[src/common/radio_params.svh]
`ifndef RADIO_PARAMS_SVH
`define RADIO_PARAMS_SVH

// ========================================
// Bus widths
// ========================================
`define RADIO_BYTE_W          8       // SPI and SMI byte
`define RADIO_IOC_W           5       // Register number within a module
`define RADIO_SAMPLE_W        32      // One I/Q word

// ========================================
// LVDS framing
// ========================================
`define RADIO_PAIRS_PER_WORD  16      // DDR pairs in one sample word
`define RADIO_SYNC_PAIR       2'b10   // First pair of every word

// Sample buffer
`define RADIO_FIFO_DEPTH      8       // Words, keep a power of two

// ========================================
// Fixed register values
// ========================================
`define RADIO_VERSION         8'h02
`define RADIO_RESERVED_READ   8'hA5   // Returned for module select 3

`endif
[src/common/radio_pkg.sv]
`include "radio_params.svh"

package radio_pkg;

  // Module select, bits 6:5 of the SPI command byte
  typedef enum logic [1:0] {
    MOD_SYS  = 2'd0,  // Version and scratch
    MOD_IO   = 2'd1,  // RF mode, mixer, board status
    MOD_SMI  = 2'd2,  // Channel, direction, FIFO status
    MOD_RSVD = 2'd3   // Nothing behind it
  } reg_module_t;

  // RF front-end operating mode
  typedef enum logic [2:0] {
    RF_LOWPWR = 3'd0,  // Everything off
    RF_BYPASS = 3'd1,
    RF_RX_LP  = 3'd2,  // Receive through the low-pass leg
    RF_RX_HP  = 3'd3,  // Receive through the high-pass leg
    RF_TX_LP  = 3'd4,
    RF_TX_HP  = 3'd5
  } rf_mode_t;

  // I in the upper half, Q in the lower half
  typedef logic [`RADIO_SAMPLE_W-1:0] sample_t;

  // Bit 1 is the 0 deg bit and bit 0 the 180 deg bit
  typedef logic [1:0] ddr_pair_t;

endpackage

[src/common/reg_bus_if.sv]
`include "radio_params.svh"

// Register access path from the SPI slave into the register block
interface reg_bus_if import radio_pkg::*; ();

  reg_module_t              mod_sel;  // Target module
  logic [`RADIO_IOC_W-1:0]  ioc;      // Register number
  logic [`RADIO_BYTE_W-1:0] wdata;    // Valid with load
  logic [`RADIO_BYTE_W-1:0] rdata;    // Registered one edge after fetch
  logic                     load;     // Single-cycle write strobe
  logic                     fetch;    // Single-cycle read request

  modport master (
    output mod_sel, ioc, wdata, load, fetch,
    input  rdata
  );

  modport slave (
    input  mod_sel, ioc, wdata, load, fetch,
    output rdata
  );

endinterface

[src/hw/ctrl_regs.sv]
`include "radio_params.svh"

module ctrl_regs import radio_pkg::*; (
  input  logic       i_glob_clock,
  input  logic       i_rst_b,
  reg_bus_if.slave   bus,
  input  logic       i_button,
  input  logic [3:0] i_config,
  input  logic       i_fifo_empty,
  output logic       o_channel,      // 0 = 0.9 GHz lane, 1 = 2.4 GHz lane
  output logic       o_smi_dir,      // 1 = FPGA drives the SMI bus
  output logic       o_mixer_en,
  output logic       o_rx_h_tx_l,
  output logic       o_rx_h_tx_l_b,
  output logic       o_tr_vc1,
  output logic       o_tr_vc1_b,
  output logic       o_tr_vc2,
  output logic       o_shdn_rx_lna,
  output logic       o_shdn_tx_lna
);

  logic [`RADIO_BYTE_W-1:0] r_scratch;
  rf_mode_t                 r_rf_mode;
  logic [`RADIO_BYTE_W-1:0] w_rdata;

  // ========================================
  // Register writes
  // ========================================
  always_ff @(posedge i_glob_clock) begin
    if (!i_rst_b) begin
      r_scratch  <= '0;
      r_rf_mode  <= RF_LOWPWR;  // Front end powered down
      o_mixer_en <= 1'b0;
      o_channel  <= 1'b0;
      o_smi_dir  <= 1'b0;
    end else if (bus.load) begin
      case (bus.mod_sel)
        MOD_SYS: begin
          if (bus.ioc == 5'd2) r_scratch <= bus.wdata;
        end
        MOD_IO: begin
          case (bus.ioc)
            5'd1:    r_rf_mode  <= rf_mode_t'(bus.wdata[2:0]);
            5'd2:    o_mixer_en <= bus.wdata[0];
            default: ;
          endcase
        end
        MOD_SMI: begin
          case (bus.ioc)
            5'd2:    o_channel <= bus.wdata[0];
            5'd3:    o_smi_dir <= bus.wdata[0];
            default: ;
          endcase
        end
        default: ;  // Reserved module takes no writes
      endcase
    end
  end

  // ========================================
  // Read-back mux
  // ========================================
  always_comb begin
    w_rdata = '0;  // Unmapped registers read zero
    case (bus.mod_sel)
      MOD_SYS: begin
        case (bus.ioc)
          5'd1:    w_rdata = `RADIO_VERSION;
          5'd2:    w_rdata = r_scratch;
          default: ;
        endcase
      end
      MOD_IO: begin
        case (bus.ioc)
          5'd1:    w_rdata = {5'd0, r_rf_mode};
          5'd2:    w_rdata = {7'd0, o_mixer_en};
          5'd3:    w_rdata = {3'd0, i_button, i_config};  // Live board status
          default: ;
        endcase
      end
      MOD_SMI: begin
        case (bus.ioc)
          5'd2:    w_rdata = {7'd0, o_channel};
          5'd3:    w_rdata = {7'd0, o_smi_dir};
          5'd4:    w_rdata = {7'd0, i_fifo_empty};
          default: ;
        endcase
      end
      default: w_rdata = `RADIO_RESERVED_READ;
    endcase
  end

  // Captured on the edge after fetch, held for the MISO shifter
  always_ff @(posedge i_glob_clock) begin
    if (bus.fetch) bus.rdata <= w_rdata;
  end

  // ========================================
  // RF front-end decode
  // ========================================
  assign o_rx_h_tx_l   = r_rf_mode inside {RF_BYPASS, RF_RX_LP, RF_RX_HP};
  assign o_tr_vc1      = r_rf_mode inside {RF_RX_LP, RF_TX_LP};   // Low-pass leg
  assign o_tr_vc2      = r_rf_mode inside {RF_RX_HP, RF_TX_HP};   // High-pass leg
  assign o_shdn_rx_lna = !(r_rf_mode inside {RF_RX_LP, RF_RX_HP});
  assign o_shdn_tx_lna = !(r_rf_mode inside {RF_TX_LP, RF_TX_HP});
  assign o_rx_h_tx_l_b = !o_rx_h_tx_l;
  assign o_tr_vc1_b    = !o_tr_vc1;

endmodule

[src/flat_wrapper.sv]
// flat-port wrapper written by rule: the top's interface ports become plain ports
module ctrl_regs_flat import radio_pkg::*;
  (i_glob_clock, i_rst_b, i_button, i_config, i_fifo_empty, o_channel, o_smi_dir, o_mixer_en, o_rx_h_tx_l, o_rx_h_tx_l_b, o_tr_vc1, o_tr_vc1_b, o_tr_vc2, o_shdn_rx_lna, o_shdn_tx_lna, bus_mod_sel, bus_ioc, bus_wdata, bus_load, bus_fetch, bus_rdata);
  reg_bus_if bus_i ();
  input  logic i_glob_clock;
  input  logic i_rst_b;
  input  logic i_button;
  input  logic [3:0] i_config;
  input  logic i_fifo_empty;
  output logic o_channel;
  output logic o_smi_dir;
  output logic o_mixer_en;
  output logic o_rx_h_tx_l;
  output logic o_rx_h_tx_l_b;
  output logic o_tr_vc1;
  output logic o_tr_vc1_b;
  output logic o_tr_vc2;
  output logic o_shdn_rx_lna;
  output logic o_shdn_tx_lna;
  input wire logic [$bits(bus_i.mod_sel)-1:0] bus_mod_sel;
  input wire logic [$bits(bus_i.ioc)-1:0] bus_ioc;
  input wire logic [$bits(bus_i.wdata)-1:0] bus_wdata;
  input wire logic [$bits(bus_i.load)-1:0] bus_load;
  input wire logic [$bits(bus_i.fetch)-1:0] bus_fetch;
  output wire logic [$bits(bus_i.rdata)-1:0] bus_rdata;
  assign bus_i.mod_sel = bus_mod_sel;
  assign bus_i.ioc = bus_ioc;
  assign bus_i.wdata = bus_wdata;
  assign bus_i.load = bus_load;
  assign bus_i.fetch = bus_fetch;
  assign bus_rdata = bus_i.rdata;
  ctrl_regs u_core (.i_glob_clock(i_glob_clock), .i_rst_b(i_rst_b), .bus(bus_i), .i_button(i_button), .i_config(i_config), .i_fifo_empty(i_fifo_empty), .o_channel(o_channel), .o_smi_dir(o_smi_dir), .o_mixer_en(o_mixer_en), .o_rx_h_tx_l(o_rx_h_tx_l), .o_rx_h_tx_l_b(o_rx_h_tx_l_b), .o_tr_vc1(o_tr_vc1), .o_tr_vc1_b(o_tr_vc1_b), .o_tr_vc2(o_tr_vc2), .o_shdn_rx_lna(o_shdn_rx_lna), .o_shdn_tx_lna(o_shdn_tx_lna));
endmodule
[config.mk]
export PLATFORM = sky130hd
export DESIGN_NAME = ctrl_regs_flat
export DESIGN_NICKNAME = d
export VERILOG_FILES = /design/src/common/radio_pkg.sv /design/src/common/reg_bus_if.sv /design/src/hw/ctrl_regs.sv /design/src/flat_wrapper.sv
export VERILOG_INCLUDE_DIRS = /design/src /design/src/common
export SDC_FILE = /design/constraint.sdc
export NUM_CORES = 1
export LEC_CHECK = 0
export BUFFER_PORTS_ARGS = -buffer_cell sky130_fd_sc_hd__buf_2
export CORE_MARGIN = 2
export CORE_UTILIZATION = 50
export CTS_BUF_LIST = sky130_fd_sc_hd__clkbuf_8
export CTS_CLUSTER_SIZE = 12
export DETAILED_ROUTE_END_ITERATION = 10
export HOLD_SLACK_MARGIN = 0.1
export PLACE_DENSITY = 0.81
export REMOVE_ABC_BUFFERS = 1
export SLEW_MARGIN = 20
export SYNTH_ARGS = -nofsm -noshare
export SYNTH_HDL_FRONTEND = slang
export SYNTH_SLANG_ARGS = --single-unit
[constraint.sdc]
create_clock -name i_glob_clock -period 2 [get_ports i_glob_clock]
set_input_delay 0.5 -clock i_glob_clock [delete_from_list [all_inputs] [get_ports i_glob_clock]]
set_output_delay 0.5 -clock i_glob_clock [all_outputs]
set_load 0.1 [all_outputs]
==> metrics.txt <==
Worst VDD drop=0.3793 mV; Max Slew Vio Count=0; largest net degree at the start of global routing=16; final setup fails=0; Min Hold Slack=488.1 ps; top cells by area, synth=dfxtp_1, edfxtp_1, mux2i_1; Fillers=201; Clk network pwr share=0.291; synthesis warning total=0; most common cell after layout, fill and taps aside=buf_2; cells after synthesis=112; maxcap violations=0; status=finished clean; CTS tree=done; Setup CP Type=register to output pin; Static Leak=0.6329 nW; hold_buf cts=0; CP max FO=5; die width=52.61 um; RSZ-0062 raised after global routing=no; I/O pin total=43; most frequent cells in the layout=buf_2, mux2i_1, dfxtp_1; Startpoint Class=register; worst slack at placement=197.0 ps; total iterations of the first detailed-routing run=4; post_cts resized=0; Min-Delay Endpoint=u_core.o_smi_dir; area share of the largest cell type after synthesis=0.2373; Clk Latency, worst-skew pair=250 ps; vias in the first global route=910; Metal-1 WL=1043 um; Hold Crit Depth=2; Max transition margin=0.6771; Power Density=652.8 nW/um^2; r2r endpoint=u_core.bus.rdata[0]; register-to-register setup slack=980 ps; Placement Cell Area=1381 um^2; Sequential Power Share=0.514; Post-CTS Setup Inserts=0; Max Fclk=519.7 MHz; Congestion Overflow GR=0; routed wl met2=1235 um; Synth area leader=dfxtp_1; r2r worst-path depth=3; WL met3=112 um; post-synthesis register bit count=22; H-tree levels=1; Final Skew=1.456 ps; worst setup margin=75.73 ps; Initial Util=0.5289; die area=2767 um^2; Logic pwr share=0.195; DR vias=935; min Tclk post-route=1924 ps; first-pass GRT wire length=3857 um; TNS Setup=0 ps; initial antenna violation count=0; fin nets=183; CTS max path bufs=2; drt initial violations=27; CTS Buf Count=3; Post-Layout Cell Count=181; GRT Total Usage=0.1876; CP Capture Type=output pin; DP HPWL=1873 um; HP Class=register to register; crit path DAT=1420 ps; Tcrit/Tclk final=0.9621; cell area after synthesis=1181 um^2; cells along the critical path=nand2b_1 > a21oi_1 > buf_2; Critical Path Max Stage Delay=450 ps; sequential share of the synthesized area=0.4407; GP Congestion=0.8492; drt wl/cell=13.32 um; Sink Count=22; Ant. Diodes=0; cell-internal power=0.6576 mW; worst slew pin tran=487.7 ps; row cnt=17; hold wc startpoint=u_core.o_smi_dir; DRC=0; RR Startpoint=u_core.o_mixer_en; top sig layer=met4; CTS root buf=clkbuf_8; ANT nets after route=0; Worst EP required=1500 ps; Sw Share=0.2937; Core Region=2233 um^2; vias per cell=5.166; Avg Cell Area, Syn=10.55 um^2; CTS clk-pin slew, worst paths=80 ps; post-synth cell types=30; WL final=2411 um; Design Area, Final=1426 um^2; chip height=52.61 um; sw power=0.2735 mW; number of port buffers=42; final hold violations=0; Max stage delay cell, worst path=buf_2; Area Overhead vs Synth=20.76%; share of layout cells above drive strength 1=0.3333; placed insts=177
==> per-layer routing <==
metal / vias to the layer above / GRT usage
li1: 472 / -
met1: 427 / 0.2153
met5: - / 0
met3: 2 / 0.01714
met4: 0 / 0.08547
met2: 34 / 0.3458
==> worst max path at each step <==
stage                                endpoint                 from  slack, ps
after global placement    u_core.bus.rdata[0]       bus_mod_sel[0]        260
after floorplan                    o_tr_vc1_b  u_core.r_rf_mode[2]      -2270
after detailed placement  u_core.bus.rdata[0]       bus_mod_sel[0]        200
final                                o_tr_vc1  u_core.r_rf_mode[2]         80
after global routing                 o_tr_vc1  u_core.r_rf_mode[2]         10
after CTS                            o_tr_vc1  u_core.r_rf_mode[2]         70
==> critical path: cells and delay by family (launching register included) <==
family | cells | cell delay [ps]
AOI/OAI and AO/OA | 1 | 180
buffers and inverters | 1 | 450
DFF | 1 | 350
and+or+nand+nor | 1 | 190
==> power groups by stage <==
stage	Sequential [mW]	Combinational (mW)	Clock (mW)
floorplan	0.577	0.0343	0
global placement	0.489	0.178	0
detailed placement	0.490	0.180	0
CTS	0.479	0.182	0.278
global route	0.480	0.192	0.297
finish	0.479	0.181	0.271
==> stage by stage <==
stage,utilization,power (mW)
final,0.6387,0.9311
after global routing,0.6387,0.9687
after CTS,0.6387,0.9386
after detailed placement,0.6185,0.6701
after global placement,0.6185,0.6668
after floorplan,-,0.6114
==> sequential cells by signal (all words and copies together), names as in the netlist <==
signal and flops:
u_core.o_mixer_en 1, u_core.r_rf_mode 3, u_core.o_smi_dir 1, u_core.o_channel 1, u_core.bus.rdata 8, u_core.r_scratch 8
==> logic make-up (layout without fill, tap and decap cells) <==
family / Yosys count / count (layout) / share of synthesized area
AO/OA/AOI/OAI: 11 / 11 / 0.05614
adder cells (fa/ha/maj): 4 / 4 / 0.04237
buffers and inverters: 9 / 50 / 0.05084
flip-flops: 22 / 22 / 0.4407
multiplexers: 18 / 18 / 0.1536
AND/OR/NAND/NOR: 48 / 48 / 0.2564
==> layout make-up <==
type	count	area, um^2	share of cell area
Timing Repair Buffer	42	210.2	0.1474
Clock buffer	3	41.29	0.02895
Tap cell	28	35.03	0.02456
Clock inverter	1	3.754	0.002632
Multi-Input combinational cell	81	600.6	0.4211
Inverter	4	15.01	0.01053
Sequential cell	22	520.5	0.3649
==> synthesized netlist by cell type, drive strengths merged <==
master / n
nor3: 1
and4: 1
buf: 4
nor4b: 1
mux2i: 17
nand2: 11
a211oi: 1
mux2: 1
nand2b: 2
o21ai: 4
and2: 1
and3b: 1
nand3: 5
nor2b: 14
ha: 4
edfxtp: 8
a21oi: 3
o22a: 1
nand4b: 2
clkbuf: 1
inv: 4
a22oi: 2
and3: 3
dfxtp: 14
nor4: 1
nor2: 5
Note: power is estimated with default switching activity, not from simulation.
